**src/include/coh_consts.svh**
```systemverilog
// ~~~~~~~~~~~~~~~~~~~~~~~~~~~~~~
// Width, sizing and latency constants for the coherence subsystem
// Included by the package, the bus interface and every RTL block
// ~~~~~~~~~~~~~~~~~~~~~~~~~~~~~~
`ifndef COH_CONSTS_SVH
`define COH_CONSTS_SVH

// Processor word address and data widths
`define COH_ADDR_W 16
`define COH_DATA_W 32

// Eight lines per cache, rest of the address is tag
`define COH_INDEX_W 3
`define COH_TAG_W (`COH_ADDR_W - `COH_INDEX_W)

// Cycles from mem_req to mem_ack
`define COH_MEM_LAT 3

// Caches sharing the bus
`define COH_NUM_CACHES 2

`endif

```
**src/design/coh_pkg.sv**
```systemverilog
// ~~~~~~~~~~~~~~~~~~~~~~~~~~~~~~
// Shared types for the snoopy MESI caches and bus controller
// Referenced by scoped name from the RTL and the bench
// ~~~~~~~~~~~~~~~~~~~~~~~~~~~~~~
`default_nettype none
`include "coh_consts.svh"

package coh_pkg;

    // Line state per cache entry
    typedef enum logic [1:0] {
        INVALID   = 2'b00,
        SHARED    = 2'b01,
        EXCLUSIVE = 2'b10,
        MODIFIED  = 2'b11
    } mesi_e;

    // Commands on the coherence bus
    typedef enum logic [1:0] {
        BUS_RD  = 2'b00,   // read to share
        BUS_RDX = 2'b01,   // read to own
        BUS_UPG = 2'b10,   // invalidate peers, no data
        BUS_WB  = 2'b11    // dirty line back to memory
    } bus_cmd_e;

    // Tag and index split of a word address
    typedef struct packed {
        logic [`COH_TAG_W-1:0]   tag;
        logic [`COH_INDEX_W-1:0] index;
    } addr_fields_s;

    // Raw word for the bus and memory, fields for the cache arrays
    typedef union packed {
        logic [`COH_ADDR_W-1:0] raw;
        addr_fields_s           fields;
    } coh_addr_u;

endpackage

`default_nettype wire

```
**src/design/coh_bus_if.sv**
```systemverilog
// ~~~~~~~~~~~~~~~~~~~~~~~~~~~~~~
// One cache's link to the bus controller
// Request and grant, snoop in and out, and data both ways
// ~~~~~~~~~~~~~~~~~~~~~~~~~~~~~~
`timescale 1ns/1ps
`default_nettype none
`include "coh_consts.svh"

interface coh_bus_if;

    // Master side, held by the cache until done
    logic                   req;
    coh_pkg::bus_cmd_e      cmd;
    coh_pkg::coh_addr_u     addr;
    logic [`COH_DATA_W-1:0] wdata;
    logic                   gnt;
    logic                   done;
    logic [`COH_DATA_W-1:0] rdata;
    logic                   shared;

    // Snoop side, answered one cycle after snp_valid
    logic                   snp_valid;
    coh_pkg::bus_cmd_e      snp_cmd;
    coh_pkg::coh_addr_u     snp_addr;
    logic                   snp_hit;
    logic                   snp_dirty;
    logic [`COH_DATA_W-1:0] snp_data;

    modport cache (
        output req, cmd, addr, wdata, snp_hit, snp_dirty, snp_data,
        input  gnt, done, rdata, shared, snp_valid, snp_cmd, snp_addr
    );

    modport ctrl (
        input  req, cmd, addr, wdata, snp_hit, snp_dirty, snp_data,
        output gnt, done, rdata, shared, snp_valid, snp_cmd, snp_addr
    );

endinterface

`default_nettype wire

```
**src/design/l1_mesi_cache.sv**
```systemverilog
// ~~~~~~~~~~~~~~~~~~~~~~~~~~~~~~
// Direct-mapped L1 data cache with MESI line states
// Processor strobe port in, coherence bus master and snoop responder out
// ~~~~~~~~~~~~~~~~~~~~~~~~~~~~~~
`timescale 1ns/1ps
`default_nettype none
`include "coh_consts.svh"

module l1_mesi_cache (
    input  logic                   CLK,
    input  logic                   arst_n,
    input  logic                   cpu_req,
    input  logic                   cpu_we,
    input  coh_pkg::coh_addr_u     cpu_addr,
    input  logic [`COH_DATA_W-1:0] cpu_wdata,
    output logic [`COH_DATA_W-1:0] cpu_rdata,
    output logic                   cpu_done,
    coh_bus_if.cache               bus
);

    localparam int LINES = 1 << `COH_INDEX_W;

    typedef enum logic [2:0] {
        ST_IDLE,
        ST_LOOKUP,
        ST_WRITEBACK,
        ST_FILL,
        ST_UPGRADE,
        ST_RESPOND
    } ctl_e;

    ctl_e ctl_q;

    // Line arrays
    logic [`COH_TAG_W-1:0]  tag_q   [LINES];
    logic [`COH_DATA_W-1:0] data_q  [LINES];
    coh_pkg::mesi_e         state_q [LINES];

    // Captured processor request
    coh_pkg::coh_addr_u     req_addr;
    logic                   req_we;
    logic [`COH_DATA_W-1:0] req_wdata;
    logic [`COH_DATA_W-1:0] rdata_q;

    logic [`COH_INDEX_W-1:0] idx;
    coh_pkg::mesi_e          line_st;
    logic                    hit;
    logic                    lookup_go;
    logic                    bus_fin;
    logic                    fill_fin;
    coh_pkg::coh_addr_u      victim_addr;

    // Snoop lookup
    logic [`COH_INDEX_W-1:0] sidx;
    logic                    snp_hit_c;

    assign idx     = req_addr.fields.index;
    assign line_st = state_q[idx];
    assign hit     = (line_st != coh_pkg::INVALID) && (tag_q[idx] == req_addr.fields.tag);

    // Lookup waits a cycle if a snoop lands on the same cycle
    assign lookup_go = (ctl_q == ST_LOOKUP) && !bus.snp_valid;
    assign bus_fin   = bus.gnt && bus.done;
    assign fill_fin  = bus_fin && ((ctl_q == ST_FILL) || (ctl_q == ST_UPGRADE));

    assign sidx      = bus.snp_addr.fields.index;
    assign snp_hit_c = (state_q[sidx] != coh_pkg::INVALID) &&
                       (tag_q[sidx] == bus.snp_addr.fields.tag);

    assign cpu_rdata = rdata_q;
    assign cpu_done  = (ctl_q == ST_RESPOND);

    // Bus request follows the FSM state
    always_comb begin
        victim_addr.fields.tag   = tag_q[idx];
        victim_addr.fields.index = idx;
        bus.req   = 1'b0;
        bus.cmd   = coh_pkg::BUS_RD;
        bus.addr  = req_addr;
        bus.wdata = data_q[idx];
        case (ctl_q)
            ST_WRITEBACK: begin
                bus.req  = 1'b1;
                bus.cmd  = coh_pkg::BUS_WB;
                bus.addr = victim_addr;
            end
            ST_FILL: begin
                bus.req = 1'b1;
                bus.cmd = req_we ? coh_pkg::BUS_RDX : coh_pkg::BUS_RD;
            end
            ST_UPGRADE: begin
                bus.req = 1'b1;
                bus.cmd = coh_pkg::BUS_UPG;
            end
            default: begin
                bus.req = 1'b0;
            end
        endcase
    end

    // Control FSM, line states and snoop response flags
    always_ff @(posedge CLK or negedge arst_n) begin
        if (!arst_n) begin
            ctl_q         <= ST_IDLE;
            bus.snp_hit   <= 1'b0;
            bus.snp_dirty <= 1'b0;
            for (int i = 0; i < LINES; i++) begin
                state_q[i] <= coh_pkg::INVALID;
            end
        end else begin
            case (ctl_q)
                ST_IDLE: begin
                    if (cpu_req) begin
                        ctl_q <= ST_LOOKUP;
                    end
                end
                ST_LOOKUP: begin
                    if (lookup_go) begin
                        if (hit && !req_we) begin
                            ctl_q <= ST_RESPOND;
                        end else if (hit && (line_st != coh_pkg::SHARED)) begin
                            // Silent E to M
                            state_q[idx] <= coh_pkg::MODIFIED;
                            ctl_q        <= ST_RESPOND;
                        end else if (hit) begin
                            ctl_q <= ST_UPGRADE;
                        end else if (line_st == coh_pkg::MODIFIED) begin
                            ctl_q <= ST_WRITEBACK;
                        end else begin
                            ctl_q <= ST_FILL;
                        end
                    end
                end
                ST_WRITEBACK: begin
                    if (bus_fin) begin
                        state_q[idx] <= coh_pkg::INVALID;
                        ctl_q        <= ST_FILL;
                    end
                end
                ST_FILL: begin
                    if (bus_fin) begin
                        if (req_we) begin
                            state_q[idx] <= coh_pkg::MODIFIED;
                        end else if (bus.shared) begin
                            state_q[idx] <= coh_pkg::SHARED;
                        end else begin
                            state_q[idx] <= coh_pkg::EXCLUSIVE;
                        end
                        ctl_q <= ST_RESPOND;
                    end
                end
                ST_UPGRADE: begin
                    // Peers are invalid now, the full word is ours
                    if (bus_fin) begin
                        state_q[idx] <= coh_pkg::MODIFIED;
                        ctl_q        <= ST_RESPOND;
                    end
                end
                default: begin
                    ctl_q <= ST_IDLE;
                end
            endcase

            // Snoops only arrive while this cache is not granted
            if (bus.snp_valid) begin
                bus.snp_hit   <= snp_hit_c;
                bus.snp_dirty <= snp_hit_c && (state_q[sidx] == coh_pkg::MODIFIED);
                if (snp_hit_c) begin
                    if (bus.snp_cmd == coh_pkg::BUS_RD) begin
                        state_q[sidx] <= coh_pkg::SHARED;
                    end else begin
                        state_q[sidx] <= coh_pkg::INVALID;
                    end
                end
            end
        end
    end

    // Request capture, tag and data arrays, snoop data
    always_ff @(posedge CLK) begin
        if ((ctl_q == ST_IDLE) && cpu_req) begin
            req_addr  <= cpu_addr;
            req_we    <= cpu_we;
            req_wdata <= cpu_wdata;
        end
        if (lookup_go && hit) begin
            rdata_q <= data_q[idx];
            if (req_we && (line_st != coh_pkg::SHARED)) begin
                data_q[idx] <= req_wdata;
            end
        end
        if (fill_fin) begin
            tag_q[idx]  <= req_addr.fields.tag;
            data_q[idx] <= req_we ? req_wdata : bus.rdata;
            rdata_q     <= bus.rdata;
        end
        if (bus.snp_valid) begin
            bus.snp_data <= data_q[sidx];
        end
    end

endmodule

`default_nettype wire

```
**src/flat_wrapper.sv**
```systemverilog
// flat-port wrapper written by rule: the top's interface ports become plain ports
module l1_mesi_cache_flat 
  (CLK, arst_n, cpu_req, cpu_we, cpu_addr, cpu_wdata, cpu_rdata, cpu_done, bus_req, bus_cmd, bus_addr, bus_wdata, bus_snp_hit, bus_snp_dirty, bus_snp_data, bus_gnt, bus_done, bus_rdata, bus_shared, bus_snp_valid, bus_snp_cmd, bus_snp_addr);
  coh_bus_if bus_i ();
  input  logic CLK;
  input  logic arst_n;
  input  logic cpu_req;
  input  logic cpu_we;
  input  coh_pkg::coh_addr_u cpu_addr;
  input  logic [`COH_DATA_W-1:0] cpu_wdata;
  output logic [`COH_DATA_W-1:0] cpu_rdata;
  output logic cpu_done;
  output wire logic [$bits(bus_i.req)-1:0] bus_req;
  output wire logic [$bits(bus_i.cmd)-1:0] bus_cmd;
  output wire logic [$bits(bus_i.addr)-1:0] bus_addr;
  output wire logic [$bits(bus_i.wdata)-1:0] bus_wdata;
  output wire logic [$bits(bus_i.snp_hit)-1:0] bus_snp_hit;
  output wire logic [$bits(bus_i.snp_dirty)-1:0] bus_snp_dirty;
  output wire logic [$bits(bus_i.snp_data)-1:0] bus_snp_data;
  input wire logic [$bits(bus_i.gnt)-1:0] bus_gnt;
  input wire logic [$bits(bus_i.done)-1:0] bus_done;
  input wire logic [$bits(bus_i.rdata)-1:0] bus_rdata;
  input wire logic [$bits(bus_i.shared)-1:0] bus_shared;
  input wire logic [$bits(bus_i.snp_valid)-1:0] bus_snp_valid;
  input wire logic [$bits(bus_i.snp_cmd)-1:0] bus_snp_cmd;
  input wire logic [$bits(bus_i.snp_addr)-1:0] bus_snp_addr;
  assign bus_req = bus_i.req;
  assign bus_cmd = bus_i.cmd;
  assign bus_addr = bus_i.addr;
  assign bus_wdata = bus_i.wdata;
  assign bus_snp_hit = bus_i.snp_hit;
  assign bus_snp_dirty = bus_i.snp_dirty;
  assign bus_snp_data = bus_i.snp_data;
  assign bus_i.gnt = bus_gnt;
  assign bus_i.done = bus_done;
  assign bus_i.rdata = bus_rdata;
  assign bus_i.shared = bus_shared;
  assign bus_i.snp_valid = bus_snp_valid;
  assign bus_i.snp_cmd = bus_snp_cmd;
  assign bus_i.snp_addr = bus_snp_addr;
  l1_mesi_cache u_core (.CLK(CLK), .arst_n(arst_n), .cpu_req(cpu_req), .cpu_we(cpu_we), .cpu_addr(cpu_addr), .cpu_wdata(cpu_wdata), .cpu_rdata(cpu_rdata), .cpu_done(cpu_done), .bus(bus_i));
endmodule
```
**config.mk**
```make
export PLATFORM = sky130hd
export DESIGN_NAME = l1_mesi_cache_flat
export DESIGN_NICKNAME = d
export VERILOG_FILES = /design/src/design/coh_pkg.sv /design/src/design/coh_bus_if.sv /design/src/design/l1_mesi_cache.sv /design/src/flat_wrapper.sv
export VERILOG_INCLUDE_DIRS = /design/src /design/src/include
export SDC_FILE = /design/constraint.sdc
export NUM_CORES = 1
export LEC_CHECK = 0
export BUFFER_PORTS_ARGS = -buffer_cell sky130_fd_sc_hd__buf_2
export CORE_MARGIN = 2
export CORE_UTILIZATION = 62
export CTS_CLUSTER_DIAMETER = 120
export CTS_CLUSTER_SIZE = 8
export DETAILED_ROUTE_END_ITERATION = 16
export PLACE_DENSITY_LB_ADDON = 0.3
export SLEW_MARGIN = 20
export SYNTH_ARGS = -nofsm -noshare
export SYNTH_HDL_FRONTEND = slang
export SYNTH_SLANG_ARGS = --single-unit
```
**constraint.sdc**
```tcl
create_clock -name CLK -period 17.6 [get_ports CLK]
set_input_delay 3.52 -clock CLK [delete_from_list [all_inputs] [get_ports CLK]]
set_output_delay 3.52 -clock CLK [all_outputs]
set_load 0.02 [all_outputs]
```
==> summary.txt, run 1 <==
status -> completed
Fin. Hold Viols -> 0
GP Congestion -> 0.9308
startpoint types -> flip-flop
Syn-to-layout area delta -> 16.08%
MaxCap Viol Count -> 0
pre-CTS WS -> 10.35 ns
post-route ant nets -> 0
Req. time, crit path -> 14.08 ns
multiplexer share of the synthesized area -> 0.1644
layout cells sized above 1 -> 0.3476
warnings from Yosys -> 0
worst min path class -> flip-flop to flip-flop
grt ovf -> 0
final core utilization -> 0.7277
Post-CTS Resized -> 0
die area -> 37320 um^2
adder-cell share of the synthesized area -> 0
leak pwr -> 8.800 nW
post-synth top area share -> 0.6401
Simple-Gate Fraction of Synth Area -> 0.04821
number of global-route vias before repair -> 14830
cell count after placement -> 1962
via density per instance -> 7.061
I/O Buffers -> 223
Fin Clk Skew -> 0.02022 ns
clock buffer depth -> 3
commonest non-fill, non-tap cells in the layout -> edfxtp_1, buf_2, a22oi_1, mux2_2, mux4_2
Synth Register Bits -> 497
Non-Filler Instances -> 2052
syn avg cell area -> 16.48 um^2
DRC viols -> 0
CTS H-Tree Depth -> 3
Pre-antenna DRT Iters -> 6
max-slew violations -> 0
Synth cell types -> 58
first-pass GRT wire length -> 88730 um
Cell Pwr Density -> 130.7 nW/um^2
Initial Util -> 0.6269
crit-path max FO -> 43
Hold Path Origin -> u_core.bus.snp_hit$_DFFE_PN0P_
CP most frequent cell -> buf_4
final setup vio count -> 0
nets -> 1681
largest family of logic cells by synthesized area -> multiplexers
Area contributors post-synth -> edfxtp_1, mux4_2, a22oi_1, mux2_2, dfrtp_1
Setup CP Type -> flip-flop to primary output
number of synthesized flops with an enable pin -> 473
Synth Area in XOR/XNOR -> 0.009473
cells along the critical path -> buf_4, buf_4, mux4_2, mux2i_1, o21ai_0, buf_2
area of the multi-input gates -> 7053 um^2
post-synthesis compound-gate area fraction -> 0.09017
total track usage -> 0.3273
worst relative slew slack -> 0.2313
DP HPWL -> 33690 um
Die X -> 193.2 um
final wirelength -> 59970 um
Synth async-reset ratio -> 0.04225
main flop type after synthesis -> edfxtp_1
minimum clock period -> 7.617 ns
chip height -> 193.2 um
RSZ-0062 raised after global routing -> no
fmax -> 0.1313 GHz
synthesized area -> 22190 um^2
# diodes -> 0
FF/Latch Area -> 14800 um^2
CTS root buffer -> clkbuf_16
Ports -> 224
syn nets -> 1452
post-synthesis sequential area ratio -> 0.6665
Worst Max-Slew Pin Slew -> 1.153 ns
max incr delay on CP -> 0.76 ns
wire per inst -> 29.22 um
CTS tree -> yes
# rows -> 69
fill count -> 2163
Syn Inst Count -> 1346
DR iter-0 viols -> 2055
post-cts hold buffer count -> 0
TritonCTS Buffers -> 72
worst endpoint data arrival time -> 4.10 ns
most common cell after layout, fill and taps aside -> edfxtp_1
clock latency at the later pin of the worst-skew pair -> 0.58 ns
Tcrit/Tclk final -> 0.4328
initial antenna violation count -> 0
Setup TNS Final -> 0 ns
slowest CP cell -> buf_4
core area -> 35400 um^2
largest net degree at the start of global routing -> 57
Post CTS Setup Buffer Count -> 0
Worst VDD drop -> 0.1070 mV
routed via count -> 14490
clk slew on worst S/H paths -> 0.05 ns
CTS sink cnt -> 497
area leader, netlist -> edfxtp_1
worst setup margin -> 9.983 ns
critical path capture point type -> primary output
-- sequential cells by signal, indices dropped and copies added (netlist names), named ones only --
name / count
u_core.bus.snp_data: 32
u_core.bus.snp_dirty: 1
u_core.bus.snp_hit: 1
u_core.cpu_rdata: 32
u_core.ctl_q: 3
u_core.data_q: 256
u_core.req_addr: 16
u_core.req_wdata: 32
u_core.req_we: 1
u_core.state_q: 16
u_core.tag_q: 104
-- Yosys cell counts, types with 6 or more instances --
cell type,instances
mux4_2,84
a21oi_1,15
mux2_2,103
nor2b_1,11
nand4_1,44
mux2_1,9
mux2i_1,48
a22oi_1,158
nand2_1,51
a222oi_1,17
xnor2_1,19
buf_1,6
nor3_1,9
edfxtp_1,473
nor2_1,29
a21o_1,17
nand3_1,12
buf_2,25
o21ai_0,29
nand2b_1,11
clkbuf_1,62
inv_1,10
dfrtp_1,21
-- logic make-up (layout without fill, tap and decap cells) --
family | Yosys count | count (layout)
compound gates | 272 | 272
xor+xnor | 24 | 24
buf+inv | 110 | 355
flops | 497 | 497
mux | 245 | 245
simple gates | 198 | 198
-- stage by stage --
stage	hold WS, ns	area, um^2	power (mW)
6_report	0.5121	25760	3.367
2_1_floorplan	0.5408	22190	1.944
4_1_cts	0.5095	25750	3.373
5_1_grt	0.5225	25760	3.477
3_3_place_gp	0.4931	23810	2.143
3_5_place_dp	0.4979	23810	2.159
-- metal layers --
metal | share of wire | track usage | wire, um
met3 | 0.11 | 0.06787 | 6720
met4 | 0.042 | 0.1498 | 2502
met5 | 0 | 0 | 0
met2 | 0.48 | 0.5243 | 29030
met1 | 0.36 | 0.4375 | 21720
-- worst max-delay path, delay by kind of cell, from the launching register on --
family                 cells  cell delay, ns
buffers and inverters      3            1.69
flip-flops                 1            0.71
multiplexers               2            0.79
AO/OA/AOI/OAI              1            0.25
-- power by group --
group	leakage (nW)	internal [mW]	total (mW)	switching [mW]
clock	0.946	0.746	1.22	0.470
sequential	4.54	1.41	1.48	0.0781
combinational	3.31	0.273	0.667	0.393
total	8.80	2.43	3.37	0.941
-- cell type report --
class | instances | share of cell area
repair buffers | 254 | 0.05237
clock buffers | 86 | 0.07364
flip-flops and latches | 497 | 0.5745
well taps | 461 | 0.02239
inverters | 11 | 0.001603
multi-input cells | 739 | 0.2738
clock inverters | 4 | 0.001652
-- path summary, 6_finish.rpt --
kind	to	slack [ns]	cells after the start
setup / recovery	bus_addr[11]	9.98	6
hold / removal	u_core.bus.snp_hit$_DFFE_PN0P_	0.51	1
setup reg to reg	u_core.data_q[5][4]$_DFFE_PP_	12.28	11
hold reg to reg	u_core.bus.snp_hit$_DFFE_PN0P_	0.51	1
max in group asynchronous	u_core.state_q[0]$_DFF_PN0_	14.30	1
min in group asynchronous	u_core.state_q[9]$_DFF_PN0_	2.93	1
Power figures use the tool's default switching activity.
==> inputs of run 2 (changes only) <==
--- a/config.mk
+++ b/config.mk
@@ -8,7 +8,7 @@
 export LEC_CHECK = 0
 export BUFFER_PORTS_ARGS = -buffer_cell sky130_fd_sc_hd__buf_2
 export CORE_MARGIN = 2
-export CORE_UTILIZATION = 62
+export CORE_UTILIZATION = 59
 export CTS_CLUSTER_DIAMETER = 120
 export CTS_CLUSTER_SIZE = 8
 export DETAILED_ROUTE_END_ITERATION = 16
==> constraint.sdc (replaced) <==
create_clock -name CLK -period 7.8 [get_ports CLK]
set_input_delay 1.56 -clock CLK [delete_from_list [all_inputs] [get_ports CLK]]
set_output_delay 1.56 -clock CLK [all_outputs]
set_load 0.02 [all_outputs]
==> run 2 against run 1 <==
  * Hold slack worse by 0.014 ns
  * Final cell count up 0.68%
  * Via count about the same
  * Count of clock-buffer cells in the layout unchanged
  * First-iteration DRC count down 5.3%
  * Clock skew up 0.00086 ns
  * Wire length down 0.65%
  * Register-to-register slack worse by 9.6 ns
  * Die area up 5.0%
  * Worst setup slack worse by 7.6 ns
==> summary.txt, run 2 (synthesis gave the netlist of run 1 again) <==
cells along the critical path -> buf_4, buf_4, mux4_2, mux2_2, buf_2
via density per instance -> 7.016
Worst Max-Slew Pin Slew -> 1.210 ns
Fin. Hold Viols -> 0
worst min path class -> flip-flop to flip-flop
post-route ant nets -> 0
Setup TNS Final -> 0 ns
Tcrit/Tclk final -> 0.6948
DRC viols -> 0
Worst Hold Slack -> 0.4981 ns
slowest CP cell -> buf_4
internal power -> 5.487 mW
Syn-to-layout area delta -> 16.46%
final wirelength -> 59570 um
Pre-antenna DRT Iters -> 8
wire per inst -> 28.84 um
Die X -> 197.9 um
CTS root buffer -> clkbuf_16
CP top delay family -> buffers and inverters
TritonCTS Buffers -> 72
Buf+Inv Stages, Crit Path -> 3
post-cts hold buffer count -> 0
max incr delay on CP -> 0.76 ns
clk slew on worst S/H paths -> 0.05 ns
startpoint types -> flip-flop
Worst VDD drop -> 0.2721 mV
routed via count -> 14500
worst r2r path cells -> 9
DR iter-0 viols -> 1947
final core utilization -> 0.6926
CTS tree -> yes
fill count -> 2401
reg2reg end -> u_core.data_q[0][5]$_DFFE_PP_
Initial Util -> 0.5947
RSZ-0062 raised after global routing -> no
Largest Register -> u_core.data_q
die area -> 39180 um^2
worst relative slew slack -> 0.1933
most common cell after layout, fill and taps aside -> edfxtp_1
commonest non-fill, non-tap cells in the layout -> edfxtp_1, buf_2, a22oi_1, mux2_2, mux4_2
clock buffer depth -> 3
clock group share of total power -> 0.363
Sw Ratio -> 0.2807
worst endpoint data arrival time -> 3.86 ns
Worst Hold Path EP -> u_core.bus.snp_hit$_DFFE_PN0P_
Hold Path Origin -> u_core.bus.snp_hit$_DFFE_PN0P_
final setup vio count -> 0
# diodes -> 0
cell count after placement -> 1973
power consumption -> 7.629 mW
Sw Pwr -> 2.142 mW
Setup CP Type -> flip-flop to primary output
DP HPWL -> 35070 um
critical path capture point type -> primary output
Non-Filler Instances -> 2066
status -> completed
Req. time, crit path -> 6.24 ns
total track usage -> 0.3058
leak pwr -> 8.826 nW
I/O Buffers -> 223
minimum clock period -> 5.420 ns
number of global-route vias before repair -> 14600
first-pass GRT wire length -> 87730 um
Reg power frac -> 0.442
nets -> 1680
clock latency at the later pin of the worst-skew pair -> 0.60 ns
# rows -> 71
Fin Clk Skew -> 0.02107 ns
CTS H-Tree Depth -> 3
fmax -> 0.1845 GHz
chip height -> 197.9 um
Post CTS Setup Buffer Count -> 0
grt ovf -> 0
MaxCap Viol Count -> 0
reg2reg setup slack -> 2.64 ns
core area -> 37310 um^2
Ports -> 224
GP Congestion -> 0.8965
Cell Pwr Density -> 295.2 nW/um^2
combinational fraction of design power -> 0.195
WHS Path Cells -> 1
largest net degree at the start of global routing -> 46
max-slew violations -> 0
Regs by FF count -> u_core.data_q (256), u_core.tag_q (104)
CTS sink cnt -> 497
crit-path max FO -> 38
CP most frequent cell -> buf_4
initial antenna violation count -> 0
Post-CTS Resized -> 0
max reg flops -> 256
layout cells sized above 1 -> 0.3480
[run 2: through the flow]
| stage | setup slack [ns] | cell area, um^2 |
|---|---|---|
| floorplan | 0.03433 | 22190 |
| detailed placement | 2.137 | 23830 |
| CTS | 2.312 | 25810 |
| global placement | 2.174 | 23800 |
| finish | 2.380 | 25840 |
| global route | 2.135 | 25840 |
[run 2: cell type report]
class                   instances  area (um^2)  share of cell area
repair buffers                253         1381             0.05345
clock inverters                 6        86.33            0.003341
multi-input cells             739         7044              0.2726
flip-flops and latches        497        14800              0.5727
well taps                     474        593.1             0.02295
clock buffers                  86         1897             0.07340
inverters                      11        41.29            0.001598
[run 2: how the worst max path moves through the flow]
stage | from | to | slack [ns] | cells after the start
global route | flip-flop | bus_wdata[11] | 2.14 | 5
global placement | bus_snp_addr[0] | u_core.state_q[4]$_DFF_PN0_ | 2.17 | 10
floorplan | cpu_req | flip-flop | 0.03 | 2
detailed placement | bus_snp_addr[0] | u_core.state_q[8]$_DFF_PN0_ | 2.14 | 10
finish | flip-flop | bus_wdata[11] | 2.38 | 5
CTS | flip-flop | bus_wdata[0] | 2.31 | 5
[run 2: power groups by stage]
stage / sequential, mW / combinational [mW] / clock, mW
5_1_grt: 3.38 / 1.58 / 2.91
6_report: 3.37 / 1.48 / 2.77
4_1_cts: 3.36 / 1.48 / 2.80
2_1_floorplan: 3.34 / 1.05 / 0
3_3_place_gp: 3.40 / 1.44 / 0
3_5_place_dp: 3.41 / 1.47 / 0
[run 2: metal layers]
metal	GRT usage	up-vias	part of all wire
met1	0.4101	7301	0.38
met2	0.4853	1017	0.49
li1	-	6012	-
met3	0.06677	165	0.097
met4	0.1384	0	0.034
met5	0	-	0
==> inputs of run 3 (changes only) <==
==> constraint.sdc (replaced) <==
create_clock -name CLK -period 5.65 [get_ports CLK]
set_input_delay 1.13 -clock CLK [delete_from_list [all_inputs] [get_ports CLK]]
set_output_delay 1.13 -clock CLK [all_outputs]
set_load 0.02 [all_outputs]
==> run 3 against run 2 <==
  * Total power grew 38%
  * Worst setup slack lost 1.3 ns
  * Critical path type unchanged
  * Critical path depth shrank 1
  * Highest routed layer is now met5
  * Largest power group unchanged
  * Wire length grew 0.46%
==> summary.txt, run 3 (synthesis gave the netlist of run 1 again) <==
worst min path class -> input port to async pin
startpoint types -> flip-flop
wire per inst -> 28.73 um
DRC viols -> 0
layout cells sized above 1 -> 0.3536
status -> completed
I/O Buffers -> 223
Regs by FF count -> u_core.data_q (256), u_core.tag_q (104)
reg2reg setup slack -> 1.26 ns
CTS tree -> yes
max incr delay on CP -> 0.87 ns
Setup TNS Final -> 0 ns
via density per instance -> 6.976
slowest CP cell -> buf_4
DP HPWL -> 36430 um
Syn-to-layout area delta -> 17.04%
die area -> 39180 um^2
Fin Clk Skew -> 0.03451 ns
Cell Pwr Density -> 406.7 nW/um^2
Worst Max-Slew Pin Slew -> 1.139 ns
CTS root buffer -> clkbuf_16
clk slew on worst S/H paths -> 0.05 ns
final wirelength -> 59850 um
crit-path max FO -> 48
routed via count -> 14530
reg2reg end -> u_core.data_q[1][5]$_DFFE_PP_
Fin. Hold Viols -> 0
commonest non-fill, non-tap cells in the layout -> edfxtp_1, buf_2, a22oi_1, mux2_2, mux4_2
fill count -> 2419
Setup CP Type -> flip-flop to primary output
largest net degree at the start of global routing -> 54
Req. time, crit path -> 4.52 ns
Worst VDD drop -> 0.3576 mV
CTS H-Tree Depth -> 3
DR iter-0 viols -> 1846
total track usage -> 0.3101
worst r2r path cells -> 10
leak pwr -> 8.905 nW
post-cts hold buffer count -> 0
Initial Util -> 0.5947
MaxCap Viol Count -> 0
CP top delay family -> buffers and inverters
post-route ant nets -> 0
clock buffer depth -> 3
Post-CTS Resized -> 0
Ports -> 224
grt ovf -> 0
number of global-route vias before repair -> 14590
power consumption -> 10.56 mW
max reg flops -> 256
minimum clock period -> 4.578 ns
final setup vio count -> 0
worst endpoint data arrival time -> 3.45 ns
Pre-antenna DRT Iters -> 6
worst relative slew slack -> 0.2369
Post CTS Setup Buffer Count -> 0
cells along the critical path -> buf_4, mux4_2, mux2_2, buf_2
CTS sink cnt -> 497
Largest Register -> u_core.data_q
clock latency at the later pin of the worst-skew pair -> 0.61 ns
Die X -> 197.9 um
Tcrit/Tclk final -> 0.8102
max-slew violations -> 0
initial antenna violation count -> 1
nets -> 1696
# rows -> 71
chip height -> 197.9 um
core area -> 37310 um^2
GP Congestion -> 0.9573
RSZ-0062 raised after global routing -> no
critical path capture point type -> primary output
Buf+Inv Stages, Crit Path -> 2
fmax -> 0.2185 GHz
most common cell after layout, fill and taps aside -> edfxtp_1
TritonCTS Buffers -> 72
# diodes -> 0
first-pass GRT wire length -> 88950 um
## run 3: cell types whose count changed in the layout (fill, tap and decap cells not counted), moves of 2 or more
| cell | delta |
|---|---|
| buf_4 | +13 |
| buf_12 | +5 |
| buf_16 | -2 |
| inv_6 | +2 |
## run 3: area by class of cell
type	count	area [um^2]	area share
clock inverters	7	87.58	0.003373
multi-input cells	739	7051	0.2715
well taps	474	593.1	0.02284
flip-flops and latches	497	14800	0.5698
inverters	11	41.29	0.001590
repair buffers	269	1524	0.05868
clock buffers	86	1876	0.07222
## run 3: metrics by stage
| stage | area, um^2 | hold slack [ns] | util | setup WS (ns) | instances |
|---|---|---|---|---|---|
| 5_1_grt | 25970 | 0.5276 | 0.6960 | 0.9001 | 2083 |
| 6_report | 25970 | 0.5088 | 0.6960 | 1.072 | 2083 |
| 2_1_floorplan | 22200 | 0.5408 | - | 0.7408 | 1346 |
| 4_1_cts | 25970 | 0.5064 | 0.6960 | 1.049 | 2083 |
| 3_5_place_dp | 24010 | 0.4998 | 0.6434 | 1.154 | 1990 |
| 3_3_place_gp | 24010 | 0.4948 | 0.6434 | 1.283 | 1990 |
## run 3: worst max-delay path by stage
stage,end,depth (start not counted),start,slack (ns)
after floorplan,u_core.cpu_rdata[0]$_DFFE_PP_,9,flip-flop,0.74
after global placement,u_core.state_q[6]$_DFF_PN0_,9,bus_snp_addr[2],1.28
after detailed placement,u_core.state_q[2]$_DFF_PN0_,9,bus_snp_addr[2],1.15
after CTS,bus_wdata[26],4,flip-flop,1.05
after global routing,bus_wdata[24],4,flip-flop,0.90
final,bus_wdata[26],4,flip-flop,1.07
## run 3: layer usage
layer	up-vias	routed length [um]	track usage	part of all wire
met5	-	11	0	0.00018
met4	2	1930	0.1275	0.032
met3	156	6483	0.06575	0.11
met2	1058	28950	0.4992	0.48
met1	7273	22470	0.4164	0.38
li1	6043	-	-	-
## run 3: worst register-to-register path, delay by kind of cell (launching register included)
kind / cells / cell delay (ns)
buffers and inverters: 2 / 0.58
AND/OR/NAND/NOR: 5 / 2.00
XOR/XNOR: 1 / 0.07
flip-flops: 1 / 0.83
AO/OA/AOI/OAI: 2 / 0.58
## run 3: power by group
part	leakage, nW	switching, mW	internal, mW
Sequential	4.54	0.246	4.38
Clock	0.956	1.51	2.32
Combinational	3.41	1.24	0.869
